<file path="src/mul_op_pkg.sv">
`default_nettype none

package mul_op_pkg;

  // width of the sec64 scale factor
  localparam int scale_w = 12;

  // codes 9 to 15 decode as mul64
  typedef enum logic [3:0] {
    mul64     = 4'd0,
    imul64    = 4'd1,
    lmul64    = 4'd2,
    limul64   = 4'd3,
    mul32     = 4'd4,
    imul32    = 4'd5,
    mul32_64  = 4'd6,
    imul32_64 = 4'd7,
    sec64     = 4'd8
  } mul_op_e;

  // control bits that follow an operation down the pipe
  typedef struct packed {
    logic valid;
    logic a_signed;
    logic b_signed;
    // 32-bit operand forms
    logic width32;
    // result is the low 32 bits, zero-extended
    logic res32;
    logic take_high;
    logic scaled;
  } mul_ctl_t;

endpackage

`default_nettype wire

</file>
<file path="src/mul_decode.sv">
`timescale 1ns/10ps
`default_nettype none

module mul_decode
  import mul_op_pkg::*;
(
  input  logic        clk,
  input  logic        arst_n,
  input  logic        clk_en,
  input  logic        en,
  input  mul_op_e     op,
  input  logic [64:0] a,
  input  logic [64:0] b,
  output mul_ctl_t    ctl,
  output logic [64:0] a_ext,
  output logic [64:0] b_ext
);

  mul_ctl_t ctl_d;

  // sign or zero fill to 65 bits; the tag bit is dropped here
  function automatic logic [64:0] extend(input logic [64:0] v, input logic sgn,
                                         input logic w32);
    logic [64:0] ext;
    if (w32) begin
      ext = {{33{sgn & v[31]}}, v[31:0]};
    end else begin
      ext = {sgn & v[63], v[63:0]};
    end
    return ext;
  endfunction

  always_comb begin
    ctl_d = '0;
    ctl_d.valid = en;
    case (op)
      imul64: begin
        ctl_d.a_signed = 1'b1;
        ctl_d.b_signed = 1'b1;
      end
      lmul64: ctl_d.take_high = 1'b1;
      limul64: begin
        ctl_d.a_signed  = 1'b1;
        ctl_d.b_signed  = 1'b1;
        ctl_d.take_high = 1'b1;
      end
      mul32: begin
        ctl_d.width32 = 1'b1;
        ctl_d.res32   = 1'b1;
      end
      imul32: begin
        ctl_d.a_signed = 1'b1;
        ctl_d.b_signed = 1'b1;
        ctl_d.width32  = 1'b1;
        ctl_d.res32    = 1'b1;
      end
      mul32_64: ctl_d.width32 = 1'b1;
      imul32_64: begin
        ctl_d.a_signed = 1'b1;
        ctl_d.b_signed = 1'b1;
        ctl_d.width32  = 1'b1;
      end
      sec64: ctl_d.scaled = 1'b1;
      default: ;
    endcase
    // bubbles carry no mode bits
    if (!en) begin
      ctl_d = '0;
    end
  end

  always_ff @(posedge clk or negedge arst_n) begin
    if (!arst_n) begin
      ctl <= '0;
    end else if (clk_en) begin
      ctl <= ctl_d;
    end
  end

  always_ff @(posedge clk) begin
    if (clk_en) begin
      a_ext <= extend(a, ctl_d.a_signed, ctl_d.width32);
      b_ext <= extend(b, ctl_d.b_signed, ctl_d.width32);
    end
  end

endmodule

`default_nettype wire

</file>
<file path="config.mk">
export PLATFORM = sky130hd
export DESIGN_NAME = mul_decode
export DESIGN_NICKNAME = d
export VERILOG_FILES = /design/src/mul_op_pkg.sv /design/src/mul_decode.sv
export SDC_FILE = /design/constraint.sdc
export NUM_CORES = 1
export LEC_CHECK = 0
export ABC_AREA = 1
export BUFFER_PORTS_ARGS = -buffer_cell sky130_fd_sc_hd__buf_2
export CAP_MARGIN = 20
export CORE_ASPECT_RATIO = 0.7
export CORE_MARGIN = 1
export CORE_UTILIZATION = 39
export DETAILED_ROUTE_END_ITERATION = 8
export GPL_TIMING_DRIVEN = 1
export PLACE_DENSITY = 0.85
export SETUP_SLACK_MARGIN = 0.05
export SYNTH_ARGS = -nofsm -noshare
export SYNTH_HDL_FRONTEND = slang
export SYNTH_SLANG_ARGS = --single-unit
</file>
<file path="constraint.sdc">
create_clock -name clk -period 0.8 [get_ports clk]
set_input_delay 0.12 -clock clk [delete_from_list [all_inputs] [get_ports clk]]
set_output_delay 0.12 -clock clk [all_outputs]
set_load 0.1 [all_outputs]
</file>
==> flow_summary.yaml <==
synth:
  synth_nets: 450
  commonest_cells_post_synth: "sky130_fd_sc_hd__nand2_1 (145), sky130_fd_sc_hd__edfxtp_1 (130), sky130_fd_sc_hd__buf_2 (12)"
  postSynthRegisterBits: 136
  post-synth-top-area-cell: "sky130_fd_sc_hd__edfxtp_1"
  synth_area_leaders: "sky130_fd_sc_hd__edfxtp_1 (82%), sky130_fd_sc_hd__nand2_1 (11%), sky130_fd_sc_hd__dfrtp_1 (3.2%)"
  yosysSeqAreaShare_pct: 85.17
  synthArstFlopShare_pct: 4.412
  synth.cell_area_um2: 4760
  synth_cell_types: 14
  synth.avg_cell_area_um2: 15.26
  dominantRegCellSynth: "sky130_fd_sc_hd__edfxtp_1"
  share_of_the_synthesized_area_in_the_top_cell_type_pct: 82.02
  leading_cell_type_by_number_of_instances_after_synthesis: "sky130_fd_sc_hd__nand2_1"
  synth-warning-count: 0
  synth-edff-count: 130
  post_synth_inst_count: 312
run_status:
  violations: "negative setup slack"
  run_status: "finished, violations left"
route:
  drt-vias-per-instance: 5.363
  route.final.wire_length_um: 26800
  detail-route-antenna-nets: 0
  routed-via-count: 4870
  detail_route.iter0.violations: 480
  detailedRoute.firstPassIterationCount: 5
  drc_errors: 0
  routed_wire_length_per_instance_um: 29.52
place:
  place_area_um2: 8587
  global_placement_routability_congestion: 0.8731
  port-buffer-count: 272
  post-dp-hpwl_um: 11880
cts:
  worst_skew_pair.late_latency_ps: 410
  clockBufferDepth: 2
  numCtsBuffers: 17
  clk_pin_slew_ps: 70
  tritoncts: "done"
  cts-root-buf: "sky130_fd_sc_hd__clkbuf_16"
  clkSinkCount: 136
  h-tree-depth: 4
setup_path:
  critPathRequiredTime_ps: 680
  timing.critical_path.slowest_cell_delay_ps: 480
  cp.buffers_inverters: 1
  end_kind: "output port"
  setup.reg_to_reg.worst_slack_ps: 30
  critical_path_class: "register to output port"
  reg2reg_from: "ctl[3]"
  worst-path-max-fanout: 1
  worst_r2r_path_cells: 2
  worst_r2r_endpoint: "ctl[3]"
  worst_path_dominant_cell_family: "flip-flops"
  timing.critical_path.slowest_stage_cell: "sky130_fd_sc_hd__edfxtp_1"
  start_kind: "register"
  crit_arrival_ps: 1110
  path_cells: "buf_12"
grt:
  global_route_wire_length_before_repair_um: 30840
  grt_start_max_net_pins: 42
  first_global_vias: 4804
  number_of_antenna_violations_at_the_first_check_in_global_routing: 2
  global_route_usage_over_all_layers_pct: 34.45
  gr-total-overflow: 0
die:
  die_w_um: 134.0
  top_level_pins: 275
  core-area_um2: 11810
  placementRows: 33
  dieArea_um2: 12660
  die_h_um: 94.43
  start_util_pct: 40.31
min_path:
  holdPathStages: 3
  hp-start: "a[32]"
  hold_class: "input pin to register"
  hold_path_end: "a_ext[32]"
layout:
  area_delta_synth_final_pct: 132.9
  finalNetCount: 874
  final_design_area_no_fill_um2: 11090
  fill_cell_count: 317
  post-route-util_pct: 93.89
  layout-drive-gt1-share_pct: 58.34
timing:
  timing_worst_slew_pin_value_ps: 326.5
  finalHoldViolations: 0
  final.setup_skew_ps: 0
  setup_viol: 203
  finalWorstSetupSlack_ps: -432.5
  achievable-frequency_mhz: 811.3
  finalCriticalPeriod_ps: 1233
  timing.final.crit_share_pct: 154.1
  slew_headroom_pct: 78.18
  rsz0062_at_grt: "yes"
  slew_violations: 0
  hold_slack_ps: 1.524
  timing.setup.tns_ps: -53710
pwr:
  static-leakage-power_uw: 0.004924
  power.density_cell_area_nw_per_um2: 2328
  vdd_drop_max_mv: 1.760
job:
  timing.max_cap.violations: 0
-- metrics by stage --
stage | setup WS, ps | total power (uW) | std cells
detailed placement | -413.7 | 16730 | 749
global route | -464.3 | 26220 | 908
CTS | -434.1 | 24830 | 893
floorplan | -224.0 | 13300 | 312
global placement | -301.2 | 16510 | 749
finish | -432.5 | 25810 | 908
-- cell type report --
cell class	count	area (um^2)	share of cell area [%]
multi-input cells	159	1110	10.01
clock buffers	17	425.4	3.837
repair buffers	417	5091	45.92
flip-flops and latches	136	4076	36.77
diodes	2	5.005	0.04514
clock inverters	15	151.4	1.366
inverters	5	31.28	0.2821
well taps	157	196.4	1.772
-- how the worst max path moves through the flow --
stage / from / endpoint / slack (ps) / cells past startpoint
after floorplan: a_ext[0] / a_ext[0] / -220 / 0
after global placement: op[2] / b_ext[46] / -300 / 7
after detailed placement: op[2] / a_ext[45] / -410 / 7
after CTS: ctl[5] / ctl[5] / -430 / 1
after global routing: a_ext[48] / a_ext[48] / -460 / 1
final: a_ext[48] / a_ext[48] / -430 / 1
-- placed cells by master (no fill, tap or decap), types with 3 or more instances in the layout --
cell / instances
sky130_fd_sc_hd__buf_12: 144
sky130_fd_sc_hd__buf_2: 128
sky130_fd_sc_hd__buf_4: 17
sky130_fd_sc_hd__buf_6: 5
sky130_fd_sc_hd__clkbuf_16: 26
sky130_fd_sc_hd__clkinv_2: 4
sky130_fd_sc_hd__clkinv_4: 4
sky130_fd_sc_hd__dfrtp_4: 6
sky130_fd_sc_hd__dlygate4sd3_1: 109
sky130_fd_sc_hd__dlymetal6s4s_1: 3
sky130_fd_sc_hd__edfxtp_1: 130
sky130_fd_sc_hd__inv_1: 3
sky130_fd_sc_hd__nand2_1: 57
sky130_fd_sc_hd__nand2_2: 44
sky130_fd_sc_hd__nand2_4: 45
sky130_fd_sc_hd__nand3_1: 3
-- state kept, by name, indices dropped and copies added (netlist names) --
register  flops
a_ext        65
b_ext        65
ctl           6
-- report_power, final --
| group | internal (uW) | switching (uW) |
|---|---|---|
| Sequential | 8510 | 594 |
| Clock | 4600 | 3450 |
| Combinational | 3090 | 5560 |
| Total | 16200 | 9610 |
-- routing by layer --
metal | wire (um) | share of wire, % | track usage, % | vias to the layer above
li1 | - | - | - | 1934
met1 | 9174 | 34 | 37.67 | 2426
met2 | 13410 | 50 | 62.74 | 417
met3 | 3050 | 11 | 12.67 | 93
met4 | 1163 | 4.3 | 10.77 | 0
met5 | 0 | 0 | 0 | -
-- timing repair --
| item | CTS | global route |
|---|---|---|
| hold endpoints to repair | 117 | 0 |
| gates cloned | 0 | 15 |
| resized for setup | 1 | 147 |
| endpoints found under the setup margin | 154 | 184 |
| pin swaps | 0 | 19 |
| buffers inserted | 0 | 2 |
| hold buffers | 112 | 0 |
-- worst reg2reg max path, cell delays in order (launching register included) --
cell and delay (ps):
sky130_fd_sc_hd__dfrtp_4 510, sky130_fd_sc_hd__nand2_2 70, sky130_fd_sc_hd__nand2_1 70
-- logic make-up after synthesis --
family,synth area share [%]
buf+inv,1.814
compound gates,0.1051
simple gates,12.91
flops,85.17
Power figures use the tool's default switching activity.
