$ cat src/mul_op_pkg.sv
`default_nettype none

package mul_op_pkg;

  // width of the sec64 scale factor
  localparam int scale_w = 12;

  // codes 9 to 15 decode as mul64
  typedef enum logic [3:0] {
    mul64     = 4'd0,
    imul64    = 4'd1,
    lmul64    = 4'd2,
    limul64   = 4'd3,
    mul32     = 4'd4,
    imul32    = 4'd5,
    mul32_64  = 4'd6,
    imul32_64 = 4'd7,
    sec64     = 4'd8
  } mul_op_e;

  // control bits that follow an operation down the pipe
  typedef struct packed {
    logic valid;
    logic a_signed;
    logic b_signed;
    // 32-bit operand forms
    logic width32;
    // result is the low 32 bits, zero-extended
    logic res32;
    logic take_high;
    logic scaled;
  } mul_ctl_t;

endpackage

`default_nettype wire

$ cat src/scaled_mul.sv
`timescale 1ns/10ps
`default_nettype none

module scaled_mul
  import mul_op_pkg::*;
(
  input  logic               clk,
  input  logic               arst_n,
  input  logic               clk_en,
  input  logic               en,
  input  logic [64:0]        a,
  input  logic [scale_w-1:0] scale,
  output logic [64:0]        scaled
);

  logic [63:0] part [scale_w];
  logic [63:0] sum_lo;
  logic [63:0] sum_hi;
  logic [63:0] sum_lo_r;
  logic [63:0] sum_hi_r;
  logic [64:0] total_r;
  logic        tag_r;
  logic        v1;
  logic        v2;

  always_comb begin
    for (int i = 0; i < scale_w; i++) begin
      part[i] = scale[i] ? a[63:0] << i : 64'b0;
    end
    sum_lo = '0;
    sum_hi = '0;
    for (int i = 0; i < scale_w / 2; i++) begin
      sum_lo = sum_lo + part[i];
      sum_hi = sum_hi + part[i + scale_w / 2];
    end
  end

  always_ff @(posedge clk or negedge arst_n) begin
    if (!arst_n) begin
      v1 <= 1'b0;
      v2 <= 1'b0;
    end else if (clk_en) begin
      v1 <= en;
      v2 <= v1;
    end
  end

  // stages only move when they hold an issued operation
  always_ff @(posedge clk) begin
    if (clk_en && en) begin
      sum_lo_r <= sum_lo;
      sum_hi_r <= sum_hi;
      tag_r    <= a[64];
    end
    if (clk_en && v1) begin
      total_r <= {tag_r, sum_lo_r + sum_hi_r};
    end
    // extra stage lines up with decode plus array
    if (clk_en && v2) begin
      scaled <= total_r;
    end
  end

endmodule

`default_nettype wire

$ cat config.mk
export PLATFORM = sky130hd
export DESIGN_NAME = scaled_mul
export DESIGN_NICKNAME = d
export VERILOG_FILES = /design/src/mul_op_pkg.sv /design/src/scaled_mul.sv
export SDC_FILE = /design/constraint.sdc
export NUM_CORES = 2
export LEC_CHECK = 0
export BUFFER_PORTS_ARGS = -buffer_cell sky130_fd_sc_hd__buf_2
export CAP_MARGIN = 30
export CORE_MARGIN = 1.5
export CORE_UTILIZATION = 40
export CTS_BUF_LIST = sky130_fd_sc_hd__clkbuf_2 sky130_fd_sc_hd__clkbuf_4 sky130_fd_sc_hd__clkbuf_8
export DETAILED_ROUTE_END_ITERATION = 8
export PLACE_DENSITY = 0.56
export SLEW_MARGIN = 25
export SYNTH_ARGS = -nofsm -noshare
export SYNTH_HDL_FRONTEND = slang
export SYNTH_SLANG_ARGS = --single-unit
$ cat constraint.sdc
create_clock -name clk -period 6.8 [get_ports clk]
set_clock_uncertainty 0.15 [all_clocks]
set_input_delay 1.02 -clock clk [delete_from_list [all_inputs] [get_ports clk]]
set_output_delay 1.02 -clock clk [all_outputs]
set_load 0.005 [all_outputs]
==> key figures <==
Drt
  • Via density: 5.05
  • Routed WL: 83.3 mm
  • DR pass1 iterations: 5
  • DR WL/cell: 17.5 um
  • Vias: 24,000
  • Number of DRC violations after detailed-routing iteration 0: 1,429
  • Drc violations: 0
  • Antenna Nets Post-Route: 0

Floorplan
  • Standard-cell row count: 105
  • Die span in x: 292 um
  • Vertical extent of the die: 292 um
  • Core Area: 0.0824 sq mm
  • Initial Util: 40.5%
  • Die area: 0.0852 sq mm
  • Num ports: 146

Power and ir drop
  • Worst voltage drop across the vdd grid: 0.142 mV
  • Overall power of the completed layout: 14.3 mW
  • P_leak: 16.7 nW
  • Power density of the placed cells: 393 mW/mm^2

Yosys
  • Count of mapped cells out of synthesis: 3,536
  • Number of enable-type register cells in the synthesized netlist: 253
  • Number of synthesized register bits: 255
  • Post-Synthesis Net Count: 4,249
  • Proportion of register bits with asynchronous set or reset after synthesis: 0.784%
  • Top FF cell, synth: sky130_fd_sc_hd__edfxtp_1
  • Mapped cell area: 0.0334 sq mm
  • Total number of yosys warnings: 0
  • Seq/Total Area, Yosys: 22.9%
  • Average instance area after synthesis: 9.44 sq um
  • Library cells used by synthesis: 74

STA
  • Sum Neg Setup Slack: 0 ns
  • Fin. max-slew vios: 0
  • Unrepaired setup endpoints after global routing: false
  • Upper clock frequency limit: 167 MHz
  • Period minus WS final: 5.99 ns
  • Worst Max-Slew Pin Slew: 0.854 ns
  • Max-slew headroom at the worst pin: 43.1%
  • Final-report setup violation count: 0
  • Final Hold Viols: 0
  • Worst-case hold slack: 0.0810 ns
  • Crit share post-route: 88.1%

CTS
  • CTS Buf Count: 40
  • Post_cts resized: 0
  • Post-CTS Hold Fix Bufs: 0
  • Clock network latency to the later pin of the worst-skew pair: 0.57 ns
  • Cell chosen for the clock root: sky130_fd_sc_hd__clkbuf_8
  • CTS clock-pin slew for the worst setup and hold paths: 0.06 ns
  • Clock Sink Count: 255
  • Deepest level of the CTS H-tree: 2
  • Post-CTS setup buffers: 0
  • Number of buffers on the longest clock path: 3
  • Clock tree from TritonCTS: built

Layout
  • Most frequent standard cell in the layout excluding fill and tap cells: sky130_fd_sc_hd__and2_1
  • Area grow syn2layout: 9.15%
  • Share of layout cells above drive strength 1: 9.30%
  • Post-layout util: 44.2%
  • Most frequent cells in the layout: sky130_fd_sc_hd__and2_1 (621), sky130_fd_sc_hd__inv_1 (563), sky130_fd_sc_hd__fa_1 (453)
  • Count of nets after finishing: 4,362

Critical path
  • Reg2Reg Depth: 13
  • Buffering stage count on the worst path with inverters included: 2
  • Critical Path Source Type: input pin
  • Required time of the critical path: 6.97 ns
  • R2R setup slack: 2.75 ns
  • Worst setup path class: in -> reg
  • Largest delay contributor family on the critical path: adder cells
  • Largest fanout on the critical path: 26
  • Crit path capture type: flop
  • Standard cell with the maximum stage delay on the critical path: sky130_fd_sc_hd__a31oi_1
  • Critical Path Source: scale[4]
  • Crit-path cells: buf_2, and2_1, fa_1, fa_1, ha_1, ha_1, fa_1, a211oi_1, o21bai_1, a31oi_1, a311oi_1, buf_4, o311ai_1, a21oi_1, nand3_1, o21bai_1, nor4_1, nor4_1
  • R2r startpoint: sum_hi_r[6]$_SDFFCE_PN0P_
  • Crit path top cell by count: sky130_fd_sc_hd__fa_1
  • Data arrival time of the critical path: 6.16 ns
  • Highest cell delay on the worst timing path: 0.54 ns
  • R2R Path End: total_r[58]$_DFFE_PP_

Min path
  • Hold crit path type: in -> async

GRT
  • Global-route wire length before repair: 136 mm
  • Maximum number of pins on one net before global-route repair: 70
  • Initial antenna violation count: 7
  • Vias in the first global route: 24,800
  • Global-route usage over all layers: 19.8%
  • Total congestion overflow: 0

Placement
  • PortBufs: 145
  • DP Wirelength: 67.2 mm
  • Final GP Congestion: 0.857

Flow run
  • Count of maximum capacitance violations: 0

Outcome
  • Result of the run: completed
-- worst reg2reg max path, stage by stage, from the launching register on --
cell and delay, ns:
sky130_fd_sc_hd__edfxtp_1 0.43, sky130_fd_sc_hd__ha_1 0.21, sky130_fd_sc_hd__inv_1 0.06, sky130_fd_sc_hd__fa_1 0.40, sky130_fd_sc_hd__nor2b_1 0.12, sky130_fd_sc_hd__o21ai_0 0.10, sky130_fd_sc_hd__a21boi_1 0.32, sky130_fd_sc_hd__o2111ai_1 0.34
sky130_fd_sc_hd__a311oi_1 0.48, sky130_fd_sc_hd__nand4_1 0.17, sky130_fd_sc_hd__a211o_1 0.40, sky130_fd_sc_hd__a21oi_2 0.25, sky130_fd_sc_hd__nor4_1 0.08, sky130_fd_sc_hd__a311oi_1 0.34
-- routing by layer --
metal	GRT usage (%)	share of wire [%]
met1	30.7	52
met2	29.5	42
met3	2.34	4.7
met4	4.34	1.7
met5	0	0
-- final cells by class --
class | instances | area, sq um
Tap cell | 1070 | 1340
Antenna cell | 4 | 10.0
Timing Repair Buffer | 256 | 1630
Sequential cell | 255 | 7650
Inverter | 563 | 2110
Fill cell | 8063 | 45900
Clock buffer | 49 | 624
Multi-Input combinational cell | 2533 | 22900
Clock inverter | 22 | 136
-- Yosys cell counts, types with 33 or more instances --
| cell | count | area, sq um |
|---|---|---|
| sky130_fd_sc_hd__fa_1 | 453 | 9070 |
| sky130_fd_sc_hd__nor3_1 | 33 | 165 |
| sky130_fd_sc_hd__nand2_1 | 207 | 777 |
| sky130_fd_sc_hd__a21o_1 | 96 | 721 |
| sky130_fd_sc_hd__a21oi_1 | 190 | 951 |
| sky130_fd_sc_hd__ha_1 | 179 | 2240 |
| sky130_fd_sc_hd__inv_1 | 563 | 2110 |
| sky130_fd_sc_hd__nand3_1 | 43 | 215 |
| sky130_fd_sc_hd__nor2_1 | 100 | 375 |
| sky130_fd_sc_hd__o21ai_0 | 100 | 500 |
| sky130_fd_sc_hd__clkbuf_1 | 183 | 687 |
| sky130_fd_sc_hd__xor2_1 | 62 | 543 |
| sky130_fd_sc_hd__edfxtp_1 | 253 | 7600 |
| sky130_fd_sc_hd__nand4_1 | 40 | 250 |
| sky130_fd_sc_hd__xnor2_1 | 112 | 981 |
| sky130_fd_sc_hd__and2_1 | 624 | 3900 |
-- metrics by stage --
stage               cell area, sq um  worst slack [ns]  std cells
detailed placement             35700             0.255       4677
global placement               35700             0.234       4677
floorplan                      33400             0.822       3536
global route                   36400             0.575       4750
finish                         36400             0.809       4752
CTS                            36400             0.882       4748
-- worst max path at each step --
stage | end | cells after the start
finish | sum_lo_r[62]$_DFFE_PP_ | 18
global route | sum_lo_r[61]$_DFFE_PP_ | 19
CTS | sum_lo_r[62]$_DFFE_PP_ | 18
detailed placement | sum_lo_r[60]$_DFFE_PP_ | 18
global placement | sum_lo_r[62]$_DFFE_PP_ | 18
floorplan | sum_lo_r[37]$_DFFE_PP_ | 19
-- sequential cells by signal, summed over array words and instances (netlist names) --
signal / cells
tag_r: 1
v1: 1
scaled: 65
sum_lo_r: 64
sum_hi_r: 58
v2: 1
total_r: 65
-- power breakdown --
group	switching [mW]	leakage, nW	total, mW	internal, mW
sequential	0.183	2.39	3.01	2.83
clock	0.606	0.402	1.26	0.650
combinational	5.99	13.9	10.1	4.08
total	6.77	16.7	14.3	7.56
-- kinds of logic (layout without fill, tap and decap cells) --
group	Yosys count	after routing	share of synthesized area (%)
flip-flops	255	255	22.9
buffers and inverters	748	890	8.41
multiplexers	3	3	0.0975
AO/OA/AOI/OAI	577	577	11.1
adder cells (fa/ha/maj)	632	632	33.9
XOR/XNOR	174	174	4.57
other	0	4	0
AND/OR/NAND/NOR	1147	1147	19.0
(Power assumes the default switching activity.)
