[src/mul_op_pkg.sv]
`default_nettype none

package mul_op_pkg;

  // width of the sec64 scale factor
  localparam int scale_w = 12;

  // codes 9 to 15 decode as mul64
  typedef enum logic [3:0] {
    mul64     = 4'd0,
    imul64    = 4'd1,
    lmul64    = 4'd2,
    limul64   = 4'd3,
    mul32     = 4'd4,
    imul32    = 4'd5,
    mul32_64  = 4'd6,
    imul32_64 = 4'd7,
    sec64     = 4'd8
  } mul_op_e;

  // control bits that follow an operation down the pipe
  typedef struct packed {
    logic valid;
    logic a_signed;
    logic b_signed;
    // 32-bit operand forms
    logic width32;
    // result is the low 32 bits, zero-extended
    logic res32;
    logic take_high;
    logic scaled;
  } mul_ctl_t;

endpackage

`default_nettype wire

[src/mul_res_pkg.sv]
`default_nettype none

package mul_res_pkg;

  // issue edge to result edge, in enabled cycles
  localparam int mul_latency = 4;

  typedef struct packed {
    logic [31:0] hi;
    logic [31:0] lo;
  } mul_half_t;

  // one 64-bit result word, seen whole or as two halves
  typedef union packed {
    logic [63:0] word;
    mul_half_t   half;
  } mul_word_u;

  // cf sits in bit 5, pf in bit 0
  typedef struct packed {
    logic cf;
    logic of;
    logic rsv;
    logic sf;
    logic zf;
    logic pf;
  } mul_flags_t;

endpackage

`default_nettype wire

[src/mul_result.sv]
`timescale 1ns/10ps
`default_nettype none

module mul_result
  import mul_op_pkg::*;
  import mul_res_pkg::*;
(
  input  logic         clk,
  input  logic         arst_n,
  input  logic         clk_en,
  input  mul_ctl_t     ctl,
  input  logic [127:0] product,
  input  logic [64:0]  scaled,
  output logic [64:0]  res,
  output mul_flags_t   flags,
  output logic         res_valid
);

  mul_word_u  lo_w;
  mul_word_u  hi_w;
  mul_word_u  sel_w;
  logic       tag;
  logic       ovf;
  mul_flags_t flags_d;

  assign lo_w.word = product[63:0];
  assign hi_w.word = product[127:64];

  always_comb begin
    tag = 1'b0;
    if (ctl.scaled) begin
      sel_w.word = scaled[63:0];
      tag        = scaled[64];
      ovf        = 1'b0;
    end else if (ctl.res32) begin
      sel_w.half.hi = '0;
      sel_w.half.lo = lo_w.half.lo;
      if (ctl.a_signed) begin
        ovf = lo_w.half.hi != {32{lo_w.half.lo[31]}};
      end else begin
        ovf = lo_w.half.hi != '0;
      end
    end else if (ctl.width32) begin
      // 32x32 into 64 bits, fits unless the top half is not bit 31 repeated
      sel_w.word = lo_w.word;
      ovf        = lo_w.half.hi != {32{lo_w.half.lo[31]}};
    end else begin
      sel_w.word = ctl.take_high ? hi_w.word : lo_w.word;
      if (ctl.a_signed) begin
        ovf = hi_w.word != {64{lo_w.word[63]}};
      end else begin
        ovf = hi_w.word != '0;
      end
    end

    flags_d.cf  = ovf;
    flags_d.of  = ovf;
    flags_d.rsv = 1'b0;
    flags_d.sf  = ctl.res32 ? sel_w.half.lo[31] : sel_w.word[63];
    flags_d.zf  = sel_w.word == '0;
    // even parity on the low byte
    flags_d.pf  = ~^sel_w.word[7:0];
  end

  always_ff @(posedge clk or negedge arst_n) begin
    if (!arst_n) begin
      res       <= '0;
      flags     <= '0;
      res_valid <= 1'b0;
    end else if (clk_en) begin
      res_valid <= ctl.valid;
      // result bus keeps the last result between issues
      if (ctl.valid) begin
        res   <= {tag, sel_w.word};
        flags <= flags_d;
      end
    end
  end

endmodule

`default_nettype wire

[config.mk]
export PLATFORM = sky130hd
export DESIGN_NAME = mul_result
export DESIGN_NICKNAME = d
export VERILOG_FILES = /design/src/mul_op_pkg.sv /design/src/mul_res_pkg.sv /design/src/mul_result.sv
export SDC_FILE = /design/constraint.sdc
export NUM_CORES = 1
export LEC_CHECK = 0
export BUFFER_PORTS_ARGS = -buffer_cell sky130_fd_sc_hd__buf_2
export CAP_MARGIN = 20
export CORE_AREA = 2 2 106 108
export DETAILED_ROUTE_END_ITERATION = 12
export DIE_AREA = 0 0 108 110
export HOLD_SLACK_MARGIN = 0.12
export MAX_ROUTING_LAYER = met4
export PLACE_DENSITY = 0.81
export SETUP_SLACK_MARGIN = 0.5
export SLEW_MARGIN = 20
export SYNTH_ARGS = -nofsm -noshare
export SYNTH_HDL_FRONTEND = slang
export SYNTH_SLANG_ARGS = --single-unit
[constraint.sdc]
create_clock -name clk -period 1.05 [get_ports clk]
set_input_delay 0.0525 -clock clk [delete_from_list [all_inputs] [get_ports clk]]
set_output_delay 0.0525 -clock clk [all_outputs]
set_load 0.02 [all_outputs]
==> results.json, run 1 <==
{
  "outcome": "did not finish",
  "lastStage": "global routing",
  "stop_error": "[ERROR GRT-0232] Routing congestion too high. Check the congestion heatmap in the GUI.",
  "worst_endpoint_kind": "register data pin",
  "grt_max_degree": 50,
  "synth_fa_ha_area_frac": 0.0105,
  "yosysTopAreaCell": "dfrtp_1",
  "syn-num-nets": 819,
  "synthSimpleGateAreaFrac": 0.270,
  "clock_path_buffers": 2,
  "ys_ff_latch": 70,
  "netlist_top_cells_area": "dfrtp_1 37%, nand2_1 12%, a21oi_1 9.7%, o21ai_0 6.2%, mux2_2 6.1%",
  "hpwl_mm": 18.0,
  "cts_sinks": 70,
  "grtUsageTotal": 0.773,
  "h-tree-depth": 3,
  "async_flop_share": 1.00,
  "die_h_um": 110,
  "synth_ff_type": "dfrtp_1",
  "die_w_um": 108,
  "synth-compound-area-share": 0.195,
  "port_buffers": 272,
  "cts_made_buffers": 9,
  "dp.cells": 1139,
  "seq_area_frac_synth": 0.367,
  "synth_edf_count": 0,
  "netlist.area_leader.share": 0.367,
  "grt-ovfl-total": 70,
  "ios": 275,
  "synth-xor-area-share": 0.00550,
  "synth_area_um2": 4770,
  "start_util": 0.446,
  "std_cell_rows": 38,
  "place_congestion": 1.09,
  "ys_types": 49,
  "cts_root_buf": "clkbuf_8",
  "yosysWarnings": 0,
  "pre_cts_ws_ps": -1410,
  "grt_repair_worst_endpoint": "flags[1]$_DFFE_PN0P_/D",
  "synthMuxAreaShare": 0.104,
  "synth_top_family_by_area": "simple AND/OR/NAND/NOR gates",
  "avgSynthCellArea_um2": 7.80,
  "synth_cells": 612
}
layer usage:
metal  GRT overflow  GRT usage
met1              0      0.743
met2             35      0.961
met3              1      0.524
met4             34      0.850
met5              -          -
synth_stat cells (2+ instances only):
cell	count
nand2_1	148
nand3_1	7
buf_6	4
a2bb2oi_1	2
o211ai_1	2
o22ai_1	2
buf_2	7
a211oi_1	3
a21oi_1	93
dfrtp_1	70
inv_1	3
nor4_1	32
nor3_1	8
and4_1	2
nor2_1	17
clkbuf_1	24
buf_1	6
o21ai_0	59
nor2b_1	11
xnor2_1	2
mux2_2	26
o21bai_1	2
nand4_1	28
buf_4	3
nor4b_1	2
mux2i_1	19
or4_1	3
nand2_2	2
ha_1	4
o31ai_1	2
cell families after synthesis:
group                      count (synthesis)
adders and majority gates                  4
muxes                                     46
other                                      1
and+or+nand+nor                          268
AOI/OAI and AO/OA                        173
DFF                                       70
buffers and inverters                     47
xor gates and xnor gates                   3
metrics by stage:
stage	TNS [ps]	cell area, um2
4_1_cts	-11870	9370
3_5_place_dp	-31510	7550
2_1_floorplan	-5870	5040
3_3_place_gp	-29710	7550
what timing repair did:
| item | in CTS |
|---|---|
| endpoints found under the setup margin | 141 |
| pin swaps | 46 |
| resized for setup | 301 |
| gates cloned | 5 |
| hold endpoints to repair | 118 |
| setup buffers | 46 |
==> run 2: changes to the inputs <==
--- a/config.mk
+++ b/config.mk
@@ -7,13 +7,10 @@
 export LEC_CHECK = 0
 export BUFFER_PORTS_ARGS = -buffer_cell sky130_fd_sc_hd__buf_2
 export CAP_MARGIN = 20
-export CORE_AREA = 2 2 106 108
+export CORE_AREA = 2 2 120 122
 export DETAILED_ROUTE_END_ITERATION = 12
-export DIE_AREA = 0 0 108 110
-export HOLD_SLACK_MARGIN = 0.12
-export MAX_ROUTING_LAYER = met4
-export PLACE_DENSITY = 0.81
-export SETUP_SLACK_MARGIN = 0.5
+export DIE_AREA = 0 0 122 124
+export PLACE_DENSITY_LB_ADDON = 0.15
 export SLEW_MARGIN = 20
 export SYNTH_ARGS = -nofsm -noshare
 export SYNTH_HDL_FRONTEND = slang
==> run 2 against run 1 <==
The flow now finishes, with violations (negative setup slack). Synthesized cell count unchanged. Synthesized area is the same.
==> results.json, run 2 <==
{
  "pwr-share-comb": 0.370,
  "hpwl_mm": 18.5,
  "grt_pass1_vias": 6531,
  "met3_usage": 0.0549,
  "finalNetCount": 1270,
  "viasPerCell": 5.36,
  "drtIter0Drc": 407,
  "synth_edf_count": 0,
  "clkSlewWorstSetupHoldPaths_ps": 60,
  "cts_made_buffers": 9,
  "layout_commonest_cell": "buf_2",
  "clk_latency_ps": 340,
  "p_seq_frac": 0.316,
  "synth_area_um2": 4770,
  "critPathKind": "primary input to flop",
  "dp.cells": 1190,
  "synth_cells": 612,
  "die_h_um": 124,
  "drive_above_1_share": 0.607,
  "cp_data_arrival_time_ps": 2250,
  "required_ps": 1300,
  "fin_skew_ps": 0,
  "period_minus_slack_ps": 2000,
  "fin_cells": 1251,
  "vias": 6709,
  "grt_first_pass_wirelength_mm": 35.4,
  "grtUsageTotal": 0.309,
  "final_cell_mix": "268 x buf_2, 171 x buf_4, 127 x nand2_1",
  "max_freq_mhz": 500,
  "p_per_area_nw_per_um2": 1170,
  "cts_sinks": 70,
  "drc": 0,
  "async_flop_share": 1.00,
  "syn-num-nets": 819,
  "synthMostInstantiatedCell": "nand2_1",
  "p_leak_uw": 0.00435,
  "ios": 275,
  "finalSetupViolations": 57,
  "grt_max_degree": 71,
  "netlist.area_leader.share": 0.367,
  "rsz0062_at_grt": "yes",
  "fillers": 1207,
  "slew_headroom": 0.650,
  "worst_pin_slew_ps": 520,
  "ir_drop_mv": 0.789,
  "seq_area_frac_synth": 0.367,
  "die_w_um": 122,
  "violations": "negative setup slack",
  "reg_top3": "res x65, flags x4, res_valid x1",
  "core_area_um2": 13700,
  "avgSynthCellArea_um2": 7.80,
  "ys_types": 49,
  "drtPass1Iterations": 5,
  "met1_usage": 0.411,
  "wl_per_cell_um": 19.4,
  "fin_ws_ps": -950,
  "synth.top_cells.by_count": "148 x nand2_1, 93 x a21oi_1, 70 x dfrtp_1",
  "outcome": "finished, violations left",
  "netlist_top_cells_area": "dfrtp_1 37%, nand2_1 12%, a21oi_1 9.7%, o21ai_0 6.2%, mux2_2 6.1%",
  "largest_reg_flops": 65,
  "ys_ff_latch": 70,
  "antenna_found_initial": 3,
  "min_period_over_period": 1.90,
  "grt-ovfl-total": 0,
  "use_met2": 0.511,
  "intPower_uw": 6930,
  "clock_path_buffers": 2,
  "yosysWarnings": 0,
  "routed_wl_mm": 24.3,
  "crit_path_max_fanout": 10,
  "final.setup.tns_ps": -15590,
  "cts_tree": "built",
  "switching_share": 0.344,
  "min_path_type": "primary input to flop",
  "largest_register": "res",
  "place_congestion": 0.893,
  "switchingPower_uw": 3630,
  "h-tree-depth": 3,
  "pwr-share-clk": 0.315,
  "max-cap-violations": 0,
  "grt_busiest_layer": "met2",
  "area_growth_pct": 88.5,
  "maxSlewViolCount": 0,
  "synth_ff_type": "dfrtp_1",
  "dieArea_um2": 15100,
  "worstSetupEndpointType": "flop",
  "cp-start-kind": "primary input",
  "cts_root_buf": "clkbuf_16",
  "start_util": 0.348,
  "finalHoldViolations": 0,
  "yosysTopAreaCell": "dfrtp_1",
  "ant_nets": 0,
  "port_buffers": 272,
  "std_cell_rows": 43
}
## run 2: cell counts after synthesis
Identical to the previous run, type by type.
## run 2: worst max-delay path, cell delays in order
cell and delay (ps):
buf_6 90, or3b_4 460, nand2_1 100, a21oi_1 60
a21oi_1 180, ha_1 180, nand4_1 80, nor2_1 130
o211ai_1 130, nor4b_2 280, buf_4 170, nand4_1 80
o31ai_2 240
## run 2: path summary, 6_finish.rpt
path                             from       end  slack [ps]  depth (start not counted)
max in group asynchronous      arst_n   res[28]         470                          3
min                        scaled[45]   res[45]          10                          3
max reg2reg                   res[27]   res[27]         270                          1
min in group asynchronous      arst_n    res[5]         250                          3
min reg2reg                    res[3]    res[3]         480                          2
max                            ctl[2]  flags[1]        -950                         13
## run 2: what timing repair did
action	in CTS	in global routing
gates resized for setup	140	87
hold endpoints to repair	74	0
setup buffers	30	13
setup endpoints to repair	68	68
gates cloned	2	0
pin swaps	33	43
hold buffers	5	0
## run 2: through the flow
step / setup WS [ps] / total power, uW / hold slack, ps / instance area [um2] / utilization
CTS: -902 / 10300 / 7.33 / 8580 / 0.625
global placement: -1350 / 6640 / 96.5 / 7500 / 0.547
finish: -950 / 10600 / 12.3 / 9000 / 0.656
global route: -1090 / 11000 / 12.7 / 9000 / 0.656
detailed placement: -1480 / 6670 / 99.5 / 7500 / 0.547
floorplan: -948 / 4900 / -243 / 4880 / -
## run 2: logic make-up after synthesis
family / share of synthesized area
and+or+nand+nor: 0.270
AOI/OAI and AO/OA: 0.195
adders and majority gates: 0.0105
buffers and inverters: 0.0474
xor gates and xnor gates: 0.00550
muxes: 0.104
DFF: 0.367
other: 0.000785
## run 2: final cells by class
class	count	area (um2)	area share
antenna	3	7.51	0.000834
clock buffer	12	267	0.0296
clock inverter	4	52.6	0.00584
inverter	3	11.3	0.00125
multi-input combinational	495	3450	0.383
sequential	70	1750	0.195
tap	180	225	0.0250
timing repair buffer	484	3240	0.360
## run 2: power groups by stage
stage | sequential [uW] | clock [uW] | combinational, uW
after floorplan | 3860 | 0 | 1040
after global placement | 3360 | 0 | 3280
after detailed placement | 3380 | 0 | 3290
after CTS | 3330 | 3330 | 3650
after global routing | 3380 | 3470 | 4170
final | 3330 | 3320 | 3900
## run 2: layer usage
layer | up-vias | part of all wire
met5 | - | 0
met1 | 3196 | 0.42
met2 | 329 | 0.48
li1 | 3138 | -
met4 | 0 | 0.023
met3 | 46 | 0.070
Power figures use the tool's default switching activity.
